<file path="config.mk">
export PLATFORM = sky130hd
export DESIGN_NAME = codeLockTop
export DESIGN_NICKNAME = d
export VERILOG_FILES = /design/src/verilog/lockPkg.sv /design/src/verilog/codeEntry.sv /design/src/verilog/lockController.sv /design/src/verilog/segmentEncoder.sv /design/src/verilog/digitScanner.sv /design/src/verilog/codeLockTop.sv
export SDC_FILE = /design/constraint.sdc
export NUM_CORES = 1
export LEC_CHECK = 0
export ABC_AREA = 1
export CELL_PAD_IN_SITES_DETAIL_PLACEMENT = 0
export CELL_PAD_IN_SITES_GLOBAL_PLACEMENT = 1
export CORE_MARGIN = 2
export CORE_UTILIZATION = 47
export DETAILED_ROUTE_END_ITERATION = 7
export DONT_BUFFER_PORTS = 1
export GPL_TIMING_DRIVEN = 0
export PLACE_DENSITY = 0.89
export SLEW_MARGIN = 20
export SYNTH_ARGS = -nofsm -noshare
export SYNTH_HDL_FRONTEND = slang
export SYNTH_SLANG_ARGS = --single-unit
</file>
<file path="constraint.sdc">
create_clock -name CLK -period 2.7 [get_ports CLK]
set_input_delay 0.675 -clock CLK [delete_from_list [all_inputs] [get_ports CLK]]
set_output_delay 0.675 -clock CLK [all_outputs]
set_load 0.03 [all_outputs]
</file>
<file path="src/verilog/lockPkg.sv">
package lockPkg;

	// one key or code digit
	typedef logic [3:0] hexDigitT;

	// three digits, digit 0 in the low nibble
	typedef logic [11:0] codeWordT;

	// display glyph code
	typedef logic [3:0] glyphT;

	// g..a in bits 6..0, bit 7 is the decimal point
	typedef logic [7:0] segmentsT;

	// active-low digit selects
	typedef logic [3:0] digitSelT;

	// wrong-entry counter
	typedef logic [3:0] triesT;

	// numerals use their own value as glyph code
	localparam glyphT glyphP     = 4'd10;
	localparam glyphT glyphDash  = 4'd13;
	localparam glyphT glyphBlank = 4'd15;

	typedef enum logic [1:0]
	{
		CLOSED,
		OPEN,
		LOCKOUT
	} lockStateT;

	// four display positions, digit3 is the leftmost
	typedef struct packed
	{
		glyphT digit3;  // status glyph
		glyphT digit2;  // oldest entered digit
		glyphT digit1;
		glyphT digit0;  // newest entered digit
	} displayT;

endpackage

</file>
<file path="src/verilog/codeEntry.sv">
module codeEntry
(
	input  logic             CLK,
	input  logic             reset,
	input  logic             keyValid,
	input  lockPkg::hexDigitT keyValue,
	input  logic             clear,
	input  logic             flush,
	input  logic             keyEnable,
	output lockPkg::codeWordT entryCode,
	output logic [1:0]       entryCount
);

	lockPkg::codeWordT shiftReg;
	logic [1:0]        fillCount;
	logic              empty;
	logic              takeKey;

	// clear and flush both win over a key in the same cycle
	assign empty   = clear || flush;
	assign takeKey = keyValid && keyEnable && !empty;

	// digit shift, newest digit at the bottom
	always_ff @(posedge CLK)
	begin
		if (takeKey)
		begin
			shiftReg <= {shiftReg[7:0], keyValue};  // oldest digit falls off the top
		end
	end

	// fill count, saturates at three digits
	always_ff @(posedge CLK)
	begin
		if (reset)
		begin
			fillCount <= 2'd0;
		end
		else if (empty)
		begin
			fillCount <= 2'd0;
		end
		else if (takeKey)
		begin
			if (fillCount != 2'd3)
			begin
				fillCount <= fillCount + 2'd1;
			end
		end
	end

	assign entryCode  = shiftReg;
	assign entryCount = fillCount;

endmodule

</file>
<file path="src/verilog/lockController.sv">
module lockController
#(
	parameter lockPkg::codeWordT secretCode = 12'h000,
	parameter lockPkg::triesT    maxTries   = 4'd6
)
(
	input  logic              CLK,
	input  logic              reset,
	input  logic              enter,
	input  lockPkg::codeWordT entryCode,
	input  logic [1:0]        entryCount,
	output logic              entryFlush,
	output logic              keyEnable,
	output logic              unlocked,
	output logic              lockedOut,
	output lockPkg::displayT  display
);

	lockPkg::lockStateT state;
	lockPkg::lockStateT nextState;
	lockPkg::triesT     tries;
	lockPkg::triesT     nextTries;
	lockPkg::triesT     triesInc;
	logic               match;
	lockPkg::glyphT     statusGlyph;

	// a short entry never matches
	assign match    = (entryCount == 2'd3) && (entryCode == secretCode);
	assign triesInc = tries + 4'd1;

	always_comb
	begin
		nextState = state;
		nextTries = tries;
		if (enter)
		begin
			case (state)
				lockPkg::CLOSED:
				begin
					if (match)
					begin
						nextState = lockPkg::OPEN;
						nextTries = 4'd0;
					end
					else
					begin
						nextTries = triesInc;
						if (triesInc >= maxTries)
						begin
							nextState = lockPkg::LOCKOUT;
						end
					end
				end
				lockPkg::OPEN:
				begin
					nextState = lockPkg::CLOSED;  // relock
					nextTries = 4'd0;
				end
				default:
				begin
					nextState = lockPkg::LOCKOUT;  // only reset gets out
				end
			endcase
		end
	end

	always_ff @(posedge CLK)
	begin
		if (reset)
		begin
			state <= lockPkg::CLOSED;
			tries <= 4'd0;
		end
		else
		begin
			state <= nextState;
			tries <= nextTries;
		end
	end

	// buffer is emptied at every enter, whatever the outcome
	assign entryFlush = enter;
	assign keyEnable  = (state != lockPkg::LOCKOUT);
	assign unlocked   = (state == lockPkg::OPEN);
	assign lockedOut  = (state == lockPkg::LOCKOUT);

	always_comb
	begin
		case (state)
			lockPkg::OPEN:    statusGlyph = lockPkg::glyphP;
			lockPkg::LOCKOUT: statusGlyph = lockPkg::glyphDash;
			default:          statusGlyph = lockPkg::glyphT'(tries);  // stays below ten
		endcase
	end

	// unfilled positions stay blank
	always_comb
	begin
		display.digit3 = statusGlyph;
		display.digit2 = lockPkg::glyphBlank;
		display.digit1 = lockPkg::glyphBlank;
		display.digit0 = lockPkg::glyphBlank;
		if (entryCount >= 2'd1)
		begin
			display.digit0 = entryCode[3:0];
		end
		if (entryCount >= 2'd2)
		begin
			display.digit1 = entryCode[7:4];
		end
		if (entryCount == 2'd3)
		begin
			display.digit2 = entryCode[11:8];
		end
	end

endmodule

</file>
<file path="src/verilog/segmentEncoder.sv">
module segmentEncoder
(
	input  lockPkg::glyphT    glyph,
	output lockPkg::segmentsT pattern
);

	// common cathode, a segment lights on a 1
	always_comb
	begin
		case (glyph)
			4'h0:    pattern = 8'h3f;
			4'h1:    pattern = 8'h06;
			4'h2:    pattern = 8'h5b;
			4'h3:    pattern = 8'h4f;
			4'h4:    pattern = 8'h66;
			4'h5:    pattern = 8'h6d;
			4'h6:    pattern = 8'h7d;
			4'h7:    pattern = 8'h07;
			4'h8:    pattern = 8'h7f;
			4'h9:    pattern = 8'h6f;
			4'ha:    pattern = 8'h73;  // P
			4'hb:    pattern = 8'h77;  // A
			4'hc:    pattern = 8'h6d;  // S, same as five
			4'hd:    pattern = 8'h40;  // dash, segment g only
			4'he:    pattern = 8'h00;
			default: pattern = 8'h00;  // blank
		endcase
	end

endmodule

</file>
<file path="src/verilog/digitScanner.sv">
module digitScanner
#(
	parameter int scanDiv = 50000
)
(
	input  logic                    CLK,
	input  logic                    reset,
	input  lockPkg::segmentsT [3:0] patterns,
	output lockPkg::segmentsT       segments,
	output lockPkg::digitSelT       digitSel
);

	localparam int divW = (scanDiv > 1) ? $clog2(scanDiv) : 1;
	localparam logic [divW-1:0] divLast = divW'(scanDiv - 1);

	logic [divW-1:0] divCount;
	logic            tick;
	logic [1:0]      index;
	logic [1:0]      nextIndex;

	// last cycle of the current digit
	assign tick      = (divCount == divLast);
	assign nextIndex = tick ? index + 2'd1 : index;

	always_ff @(posedge CLK)
	begin
		if (reset)
		begin
			divCount <= '0;
		end
		else if (tick)
		begin
			divCount <= '0;
		end
		else
		begin
			divCount <= divCount + 1'b1;
		end
	end

	// index and select move on the same edge
	always_ff @(posedge CLK)
	begin
		if (reset)
		begin
			index    <= 2'd0;
			digitSel <= 4'b1110;
		end
		else
		begin
			index    <= nextIndex;
			digitSel <= ~(4'b0001 << nextIndex);  // one-cold
		end
	end

	// pattern follows the index that the select will show
	always_ff @(posedge CLK)
	begin
		segments <= patterns[nextIndex];
	end

endmodule

</file>
<file path="src/verilog/codeLockTop.sv">
module codeLockTop
#(
	parameter lockPkg::codeWordT secretCode = 12'h3a7,
	parameter lockPkg::triesT    maxTries   = 4'd6,
	parameter int                scanDiv    = 50000
)
(
	input  logic              CLK,
	input  logic              reset,
	input  logic              keyValid,
	input  lockPkg::hexDigitT keyValue,
	input  logic              enter,
	input  logic              clear,
	output lockPkg::segmentsT segments,
	output lockPkg::digitSelT digitSel,
	output logic              unlocked,
	output logic              lockedOut
);

	lockPkg::codeWordT       entryCode;
	logic [1:0]              entryCount;
	logic                    entryFlush;
	logic                    keyEnable;
	lockPkg::displayT        display;
	lockPkg::segmentsT [3:0] patterns;

	codeEntry i_codeEntry
	(
		.CLK        (CLK),
		.reset      (reset),
		.keyValid   (keyValid),
		.keyValue   (keyValue),
		.clear      (clear),
		.flush      (entryFlush),
		.keyEnable  (keyEnable),
		.entryCode  (entryCode),
		.entryCount (entryCount)
	);

	lockController
	#(
		.secretCode (secretCode),
		.maxTries   (maxTries)
	)
	i_lockController
	(
		.CLK        (CLK),
		.reset      (reset),
		.enter      (enter),
		.entryCode  (entryCode),
		.entryCount (entryCount),
		.entryFlush (entryFlush),
		.keyEnable  (keyEnable),
		.unlocked   (unlocked),
		.lockedOut  (lockedOut),
		.display    (display)
	);

	// one encoder per display position, field k to pattern k
	genvar k;
	generate
		for (k = 0; k < 4; k++)
		begin : g_encoder
			segmentEncoder i_segmentEncoder
			(
				.glyph   (display[4*k +: 4]),
				.pattern (patterns[k])
			);
		end
	endgenerate

	digitScanner
	#(
		.scanDiv (scanDiv)
	)
	i_digitScanner
	(
		.CLK      (CLK),
		.reset    (reset),
		.patterns (patterns),
		.segments (segments),
		.digitSel (digitSel)
	);

endmodule

</file>
Word level (Yosys, flattened, before mapping)
Memories as Yosys holds them, arrays and structs flattened.
Index checks and enable logic that the tools add are counted.
{"block": "totals", "regBits": 50, "romBits": 448, "in_bits": 9, "out_inout_bits": 14, "n_memories": 4}
{"block": "op_classes", "n_addsub": 4, "order_cmp": 4, "eq_ne": 8, "shift": 1, "mux": 12, "bitwise_logic": 1, "n_reduce_logical": 12}
{"memory": "(name not given)", "depth": 16, "word_bits": 7, "read_ports": 1, "rd_ports_with_merged_regs": 0, "wr": 0, "line": "segmentEncoder.sv:10", "source": "case (glyph)"}
{"memory": "(name not given)", "depth": 16, "word_bits": 7, "read_ports": 1, "rd_ports_with_merged_regs": 0, "wr": 0, "line": "segmentEncoder.sv:10"}
{"memory": "(name not given)", "depth": 16, "word_bits": 7, "read_ports": 1, "rd_ports_with_merged_regs": 0, "wr": 0, "line": "segmentEncoder.sv:10"}
{"memory": "(name not given)", "depth": 16, "word_bits": 7, "read_ports": 1, "rd_ports_with_merged_regs": 0, "wr": 0, "line": "segmentEncoder.sv:10"}
{"op": "16-bit by 1-bit adder with 16-bit output (second input constant)", "n": 1}
{"op": "8-bit binary-select mux with 2-bit select", "n": 1}
{"op": "16-bit equality test (second input constant)", "n": 1}
{"op": "4-bit 2-to-1 mux", "n": 4}
{"op": "4-bit one-hot mux with 2 select lines", "n": 2}
{"op": "12-bit by 10-bit equality test with 1-bit output (second input constant)", "n": 1}
{"op": "8-bit 2-to-1 mux", "n": 1}
{"op": "2-bit 2-to-1 mux", "n": 3}
{"op": "2-bit AND reduction", "n": 3}
{"op": "2-bit by 1-bit adder with 2-bit output (second input constant)", "n": 2}
{"op": "4-bit by 1-bit adder with 4-bit output (second input constant)", "n": 1}
{"op": "2-bit equality test (second input constant)", "n": 2}
{"op": "4-bit by 3-bit >= comparator with 1-bit output (second input constant)", "n": 1}
{"op": "2-bit inequality test (second input constant)", "n": 2}
{"op": "4-bit NOT", "n": 1}
{"op": "2-bit one-hot mux with 2 select lines", "n": 1}
{"op": "2-bit OR reduction", "n": 2}
{"op": "1-bit by 2-bit << shifter with 4-bit output (first input constant)", "n": 1}
{"op": "1-bit logical AND", "n": 3}
{"op": "2-bit by 3-bit less-than comparator with 1-bit output (second input constant)", "n": 1}
{"op": "3-bit by 1-bit inequality test with 1-bit output (second input constant)", "n": 1}
{"op": "2-bit by 1-bit equality test with 1-bit output (second input constant)", "n": 1}
{"op": "2-bit by 1-bit >= comparator with 1-bit output (second input constant)", "n": 1}
{"op": "2-bit >= comparator (second input constant)", "n": 1}
{"op": "other kinds (4)", "n": 4}

Logic depth before layout (Yosys ltp)
Gate-level depths: netlist of the first run.
{"block": "logic_depth", "ltp_word": 5, "mapped_depth": 16, "depth_no_buf": 16}

By module
A second synthesis of the first run with hierarchy kept.
{"block": "unflattened", "hier_cells": 523, "area_unflattened_um2": 3756.1}
{"mod": "digitScanner", "instances": 1, "cells_per_inst": 223, "area_per_inst_um2": 1680.4, "seq_area_each_um2": 600.6}
{"mod": "segmentEncoder at g_encoder[1].i_segmentEncoder ...", "instances": 3, "cells_per_inst": 43, "area_per_inst_um2": 246.5, "seq_area_each_um2": 0.0}
{"mod": "lockController", "instances": 1, "cells_per_inst": 96, "area_per_inst_um2": 599.3, "seq_area_each_um2": 120.1}
{"mod": "codeEntry", "instances": 1, "cells_per_inst": 32, "area_per_inst_um2": 501.7, "seq_area_each_um2": 400.4}
{"mod": "segmentEncoder at g_encoder[0].i_segmentEncoder", "instances": 1, "cells_per_inst": 43, "area_per_inst_um2": 235.2, "seq_area_each_um2": 0.0}

Worst setup path before layout of the first run
Ideal clock, no wire load.
{"block": "synth_timing", "path_kind": "reg-to-reg", "from": "register i_lockController.state[0]", "to": "register i_digitScanner.segments[3]", "setup_ns": 0.058, "arrival_ns": 2.077, "t_required_ns": 2.642, "path_slack_ns": 0.565, "stages_incl_launch_ff": 15, "n_path_buf": 0, "synth_period_minus_slack_ns": 2.135, "cell_sequence": "dfxtp_1 -> inv_1 -> ha_1 -> o21ai_0 -> inv_1 -> ha_1 -> inv_1 -> nand3_1 -> nand2_1 -> nand2_1 -> nand2_1 -> nand3_1 -> nand2_1 -> nand2_1 -> nand2_1"}
{"block": "synth_via", "elab_chain_cells": 5}
{"element": "start: declaration", "line": "lockController.sv:19", "source": "lockPkg::lockStateT state;"}
{"element": "start signal: assignment", "line": "lockController.sv:71", "source": "state <= lockPkg::CLOSED;"}
{"element": "start signal: assignment", "line": "lockController.sv:76", "source": "state <= nextState;"}
{"element": "2-bit equality test or 2-bit by 1-bit equality test with 1-bit output (tied branches)", "line": "lockController.sv:89", "source": "case (state)"}
{"element": "4-bit one-hot mux with 2 select lines (*)", "line": "lockController.sv:89"}
{"element": "memory 16 x 7 bit (*)"}
{"element": "8-bit binary-select mux with 2-bit select (*)", "line": "digitScanner.sv:59", "source": "segments <= patterns[nextIndex];"}
{"element": "8-bit 2-to-1 mux (implied by the code) (*)", "line": "digitScanner.sv:59"}
{"element": "end signal: assignment", "line": "digitScanner.sv:59"}
{"element": "end: declaration", "line": "digitScanner.sv:9", "source": "output lockPkg::segmentsT segments,"}
Every way passes the cells marked *; elsewhere a longest branch is shown, timed or not. The select of a mux whose other input is x is not followed.
A chain may end at the register's enable or synchronous reset.

Worst setup path after layout of the first run
{"block": "layout_timing", "from": "register i_lockController.state[0]", "to": "register i_digitScanner.segments[0]"}
Same word-level chain as after synthesis.

==> metrics.md, run 1 <==
| Metric | Value |
|---|---|
| Initial antenna violation count | `0` |
| Setup_tns | `0 ps` |
| Static leakage | `1.71 nW` |
| Post-CTS setup buffer count | `0` |
| Vias after detailed routing | `2,878` |
| Seq/Total Area, Yosys | `around 32%` |
| TritonCTS clock tree | `built` |
| Critical path class | `flop to flop` |
| Layout cells sized above 1 | `7.94%` |
| Syn Nets | `around 520` |
| Arr. time, crit path | `about 2600 ps` |
| Total CTS buffers | `5` |
| HPWL after detailed placement | `5.51 mm` |
| Slew Limit Headroom | `36.0%` |
| Ys Warns | `0` |
| Final GP Congestion | `0.864` |
| Pin count of the biggest net entering global routing | `15` |
| Fin. Hold Viols | `0` |
| First-pass GRT wire length | `~12 mm` |
| Final max-slew violation count | `0` |
| Critical path's slowest cell | `o21ai_1` |
| Core ar. | `0.00714 mm²` |
| Global route overflow | `0` |
| Setup-failing EPs final | `0` |
| GRT Total Usage | `18.9%` |
| Die Wd | `89.1 µm` |
| Root cell of the clock tree | `clkbuf_8` |
| CP required | `2900 ps` |
| Synth Flop Type | `dfxtp_1` |
| Worst hold-check path type | `flop to flop` |
| Startpoint Class | `flop` |
| Fmax | `0.414 GHz` |
| Syn Area/Cell | `slightly above 7 µm²` |
| Clock sink count | `around 50` |
| EDFF count, synth | `12` |
| Tot Pwr | `1.43 mW` |
| Drt via density | `roughly 5` |
| I/O Buffers | `0` |
| CTS resizes | `0` |
| TritonRoute pass-1 iters | `4` |
| WL final | `7.00 mm` |
| Nets | `around 530` |
| Clock transition at path regs | `approximately 90 ps` |
| Cts hold-fix bufs | `0` |
| IO Pins | `23` |
| Total of max-cap violations | `0` |
| Cell Pwr Density | `just under 400 mW/mm²` |
| Seq cells post-synth | `49` |
| Vias in the first global route | `~2,700` |
| Die Ht | `~90 µm` |
| Post-synthesis cell count | `483` |
| Worst-Skew Late Latency | `310 ps` |
| RSZ-0062 raised after global routing | `no` |
| DRC | `0` |
| Crit path capture type | `flop` |
| Crit Path Max Fanout | `6` |
| Outcome | `finished, final reports clean` |
| Post-synth cell types | `38` |
| Starting Density | `approximately 48%` |
| Clock Path Buffers | `2` |
| Critical path, cell by cell | `inv_1 -> ha_1 -> o21ai_1 -> inv_1 -> ha_1 -> nand3b_1 -> nand2_1 -> nand3_1 -> nand3_1 -> nand2_1 -> nand2_1 -> nand2_1` |
| Asr flop ratio synth | `0%` |
| H-tree Lvls | `2` |
| Cell Rows | `31` |
| Final min period | `about 2400 ps` |
| Fillcell total | `756` |
| Die Area | `0.00794 mm²` |
| WL/cell | `11.9 µm` |
| Ant diodes | `0` |
| Clock skew | `10.5 ps` |
| Crit-path most repeated cell | `nand2_1` |
| Tcrit/Tclk final | `roughly 90%` |
| Initial DRC count | `184` |
| Area growth syn-to-layout | `6.76%` |
| Maximum vdd ir drop | `0.208 mV` |
| Slew @ Worst Pin | `956 ps` |
| Slowest stage delay, CP | `roughly 430 ps` |
| Synthesized area | `0.00340 mm²` |
| DRT antenna net count | `0` |
[per-layer routing]
| layer | GRT usage (%) | share of wire (%) | vias to the layer above | wire length [µm] |
|---|---|---|---|---|
| met2 | 31.6 | 47 | 36 | 3310 |
| met4 | 5.83 | 1.6 | 0 | 112 |
| met5 | 0 | 0 | - | 0 |
| met3 | 3.88 | 3.2 | 10 | 221 |
| met1 | 24.6 | 48 | 1299 | 3360 |
| li1 | - | - | 1533 | - |
[report_power, final]
| group | internal, mW | leakage, nW | switching, mW |
|---|---|---|---|
| registers | 0.765 | 0.409 | 0.0170 |
| clock network | 0.274 | 0.0528 | 0.245 |
| logic | 0.0415 | 1.25 | 0.0829 |
[placed cells by master, fill, tap and decap left out, drive strengths merged]
cell    netlist  routed
nor2         56      56
a31oi         2       2
edfxtp       12      12
bufinv        0       1
dfxtp        37      37
nand3b        1       1
and3          1       1
a211oi        2       2
nand4         7       7
o21bai        1       1
nor3b         3       3
nand3        38      38
buf           5       5
or2           1       1
conb          1       1
xor2          4       4
inv          71      71
ha           32      32
o21ai        22      22
nand2       155     155
o211ai        4       4
o22ai         2       2
nor3          6       6
clkbuf        1       7
a21oi        16      16
clkinv        1       2
xnor2         2       2
[cell usage after synthesis (6+ instances only)]
library cell	n	area share [%]
a21oi_1	16	2.4
nor3_1	6	0.88
o21ai_0	22	3.2
nand2_2	9	1.7
edfxtp_1	12	11
inv_1	65	7.2
nor2_1	52	5.7
nand2_1	142	16
nand4_1	7	1.3
ha_1	32	12
dfxtp_1	37	22
nand3_1	36	5.3
[sequential cells by signal (all words and copies together) (netlist names)]
name	flops
i_digitScanner.index	2
i_digitScanner.divCount	16
i_digitScanner.digitSel	4
i_lockController.state	2
i_codeEntry.entryCount	2
i_codeEntry.entryCode	12
i_lockController.tries	4
i_digitScanner.segments	7
[cell type report]
type / instances / area [µm²] / area share (%)
Multi-Input combinational cell: 356 / 1970 / 54.1
Buffer: 6 / 61.3 / 1.69
Sequential cell: 49 / 1100 / 30.3
Clock inverter: 2 / 33.8 / 0.930
Inverter: 72 / 274 / 7.54
Clock buffer: 6 / 72.6 / 2.00
Tap cell: 99 / 124 / 3.41
[critical path: cells and delay by family, from the launching register on]
| kind | cells | cell delay (ps) |
|---|---|---|
| compound gates | 1 | 430 |
| buf+inv | 2 | 260 |
| simple gates | 7 | 620 |
| fa+ha+maj | 2 | 620 |
| flops | 1 | 370 |
[logic make-up after synthesis]
group	share of synthesized area, %
AND/OR/NAND/NOR	36.5
other	0.110
adder cells (fa/ha/maj)	11.8
buffers and inverters	9.85
XOR/XNOR	1.54
flip-flops	32.4
AO/OA/AOI/OAI	7.87
[per-stage QoR]
stage,util [%],cell area (µm²),hold slack (ps),cells,setup slack (ps)
2_1_floorplan,-,3400,412,483,565
3_3_place_gp,49.4,3530,426,582,148
3_5_place_dp,49.4,3530,434,582,87.0
4_1_cts,50.9,3630,447,590,42.2
5_1_grt,50.9,3630,440,590,17.4
6_report,50.9,3630,441,590,282
[final timing paths]
kind	start	to	slack (ps)	cells past startpoint
worst min register to register	i_digitScanner.divCount[0]	i_digitScanner.divCount[0]	440	1
worst max register to register	i_lockController.state[0]	i_digitScanner.segments[0]	280	12
worst min-delay path	i_digitScanner.divCount[0]	i_digitScanner.divCount[0]	440	1
worst max-delay path	i_lockController.state[0]	i_digitScanner.segments[0]	280	12
(Power assumes the default switching activity.)
==> run 2: changes to the inputs <==
- CORE_MARGIN: 2 -> 1.5
==> metrics.md, run 2 (synthesized netlist as in run 1, its figures left out) <==
| Metric | Value |
|---|---|
| Setup_tns | `0 ps (unchanged)` |
| Tcrit/Tclk final | `90.8% (was 89.6%)` |
| Clock skew | `7.91 ps (was 10.5 ps)` |
| Fin. Hold Viols | `0 (unchanged)` |
| Critical path class | `flop to flop (unchanged)` |
| Startpoint Class | `flop (unchanged)` |
| Area growth syn-to-layout | `6.99% (was 6.76%)` |
| Placed cells | `579 (was 582)` |
| DRT antenna net count | `0 (unchanged)` |
| Crit path capture type | `flop (unchanged)` |
| Fmax | `0.408 GHz (was 0.414 GHz)` |
| Final max-slew violation count | `0 (unchanged)` |
| Die Wd | `88.1 µm (was 89.1 µm)` |
| Clock Path Buffers | `2 (unchanged)` |
| Slew Limit Headroom | `53.0% (was 36.0%)` |
| Nets | `531 (unchanged)` |
| H-tree Lvls | `2 (unchanged)` |
| Worst hold-check path type | `flop to flop (unchanged)` |
| Total of max-cap violations | `0 (unchanged)` |
| IO Pins | `23 (unchanged)` |
| Final WS setup | `247 ps (was 282 ps)` |
| Starting Density | `49.3% (was 47.7%)` |
| Slew @ Worst Pin | `697 ps (was 956 ps)` |
| Ant diodes | `0 (unchanged)` |
| Vias in the first global route | `2,508 (was 2,669)` |
| Die Area | `0.00776 mm² (was 0.00794 mm²)` |
| Global route overflow | `0 (unchanged)` |
| Outcome | `finished, final reports clean (unchanged)` |
| Static leakage | `1.71 nW (about the same)` |
| Post-CTS setup buffer count | `0 (unchanged)` |
| Fin Hold WS | `453 ps (was 441 ps)` |
| Biggest register | `i_digitScanner.divCount (unchanged)` |
| Worst-Skew Late Latency | `300 ps (was 310 ps)` |
| Pin count of the biggest net entering global routing | `17 (was 15)` |
| Fillcell total | `738 (was 756)` |
| Met3 usage | `3.77% (was 3.88%)` |
| Final min period | `2450 ps (was 2420 ps)` |
| RSZ-0062 raised after global routing | `no (unchanged)` |
| CP required | `2950 ps (was 2900 ps)` |
| Post-route insts no fill | `587 (was 590)` |
| Clock sink count | `49 (unchanged)` |
| Setup WS pre-CTS | `250 ps (was 87.0 ps)` |
| Most frequent cells in the layout | `nand2_1 (142), inv_1 (65), nor2_1 (51) (was nand2_1 (142), inv_1 (65), nor2_1 (52))` |
| GR Layer Usage met2 | `29.6% (was 31.6%)` |
| Clock transition at path regs | `90 ps (about the same)` |
| HPWL after detailed placement | `5.53 mm (was 5.51 mm)` |
| Seq. cell area | `0.00110 mm² (unchanged)` |
| TritonRoute pass-1 iters | `4 (unchanged)` |
| Initial antenna violation count | `0 (unchanged)` |
| I/O Buffers | `0 (unchanged)` |
| GRT Total Usage | `18.9% (about the same)` |
| Leading cell type in the layout, fill and taps excluded | `nand2_1 (unchanged)` |
| WL final | `6.91 mm (was 7.00 mm)` |
| Core ar. | `0.00691 mm² (was 0.00714 mm²)` |
| Most used routing layer | `met2 (unchanged)` |
| Die Ht | `88.1 µm (was 89.1 µm)` |
| Root cell of the clock tree | `clkbuf_8 (unchanged)` |
| Total CTS buffers | `5 (unchanged)` |
| Crit Path Max Fanout | `6 (unchanged)` |
| Maximum vdd ir drop | `0.273 mV (was 0.208 mV)` |
| Cell Pwr Density | `394 mW/mm² (was 392 mW/mm²)` |
| Max reg flops | `16 (unchanged)` |
| WL/cell | `11.8 µm (was 11.9 µm)` |
| First-pass GRT wire length | `11.4 mm (was 11.8 mm)` |
| Arr. time, crit path | `2700 ps (was 2620 ps)` |
| Grt met1 use | `26.6% (was 24.6%)` |
| Cell Rows | `30 (was 31)` |
| Final GP Congestion | `0.916 (was 0.864)` |
| Setup-failing EPs final | `0 (unchanged)` |
| Area of the multi-input gates | `0.00197 mm² (about the same)` |
| Initial DRC count | `108 (was 184)` |
| Layout cells sized above 1 | `8.55% (was 7.94%)` |
| DRC | `0 (unchanged)` |
| TritonCTS clock tree | `built (unchanged)` |
| Vias after detailed routing | `2,875 (was 2,878)` |
| Drt via density | `4.90 (was 4.88)` |
[run 2: worst paths after layout]
path | slack (ps) | end | startpoint | depth (start not counted)
max | 250 | i_digitScanner.segments[3] | i_lockController.state[0] | 14
min | 450 | i_digitScanner.divCount[0] | i_digitScanner.divCount[0] | 1
max reg2reg | 250 | i_digitScanner.segments[3] | i_lockController.state[0] | 14
min reg2reg | 450 | i_digitScanner.divCount[0] | i_digitScanner.divCount[0] | 1
[run 2: worst max-delay path, stage by stage, from the launching register on]
cell     delay [ps]
dfxtp_1         360
inv_1            70
ha_1            360
o21ai_0         590
inv_1           150
ha_1            320
inv_1            80
nand3_1          80
nand2_1          70
nand2_1          40
nand2_1          70
nand3_1          60
nand2_1          70
nand2_1          50
nand2_1          50
[run 2: metrics by stage]
step / cell area, µm² / utilization, % / total power, mW
finish: 3640 / 52.7 / 1.43
floorplan: 3400 / - / 0.894
global route: 3640 / 52.7 / 1.51
detailed placement: 3520 / 51.0 / 0.922
global placement: 3520 / 51.0 / 0.921
CTS: 3640 / 52.7 / 1.45
[run 2: timing repair]
item / CTS / global route
hold buffers: 0 / 0
gates resized for setup: 0 / 1
endpoints found under the setup margin: 0 / 3
[run 2: power by group]
part           switching [mW]  internal (mW)
Clock                   0.251          0.277
Sequential             0.0175          0.765
Combinational          0.0811         0.0411
Total                   0.349           1.08
[run 2: final cells by class]
cell class                      count  area share [%]
Sequential cell                    49            30.2
Tap cell                           96            3.30
Clock buffer                        5            1.89
Multi-Input combinational cell    356            54.1
Buffer                              6            1.68
Inverter                           72            7.53
Clock inverter                      3            1.27
[run 2: layer usage]
metal  wire length (µm)  vias to the layer above
met4                 37                        0
met5                  0                        -
li1                   -                     1538
met1               3550                     1290
met2               3040                       45
met3                286                        2
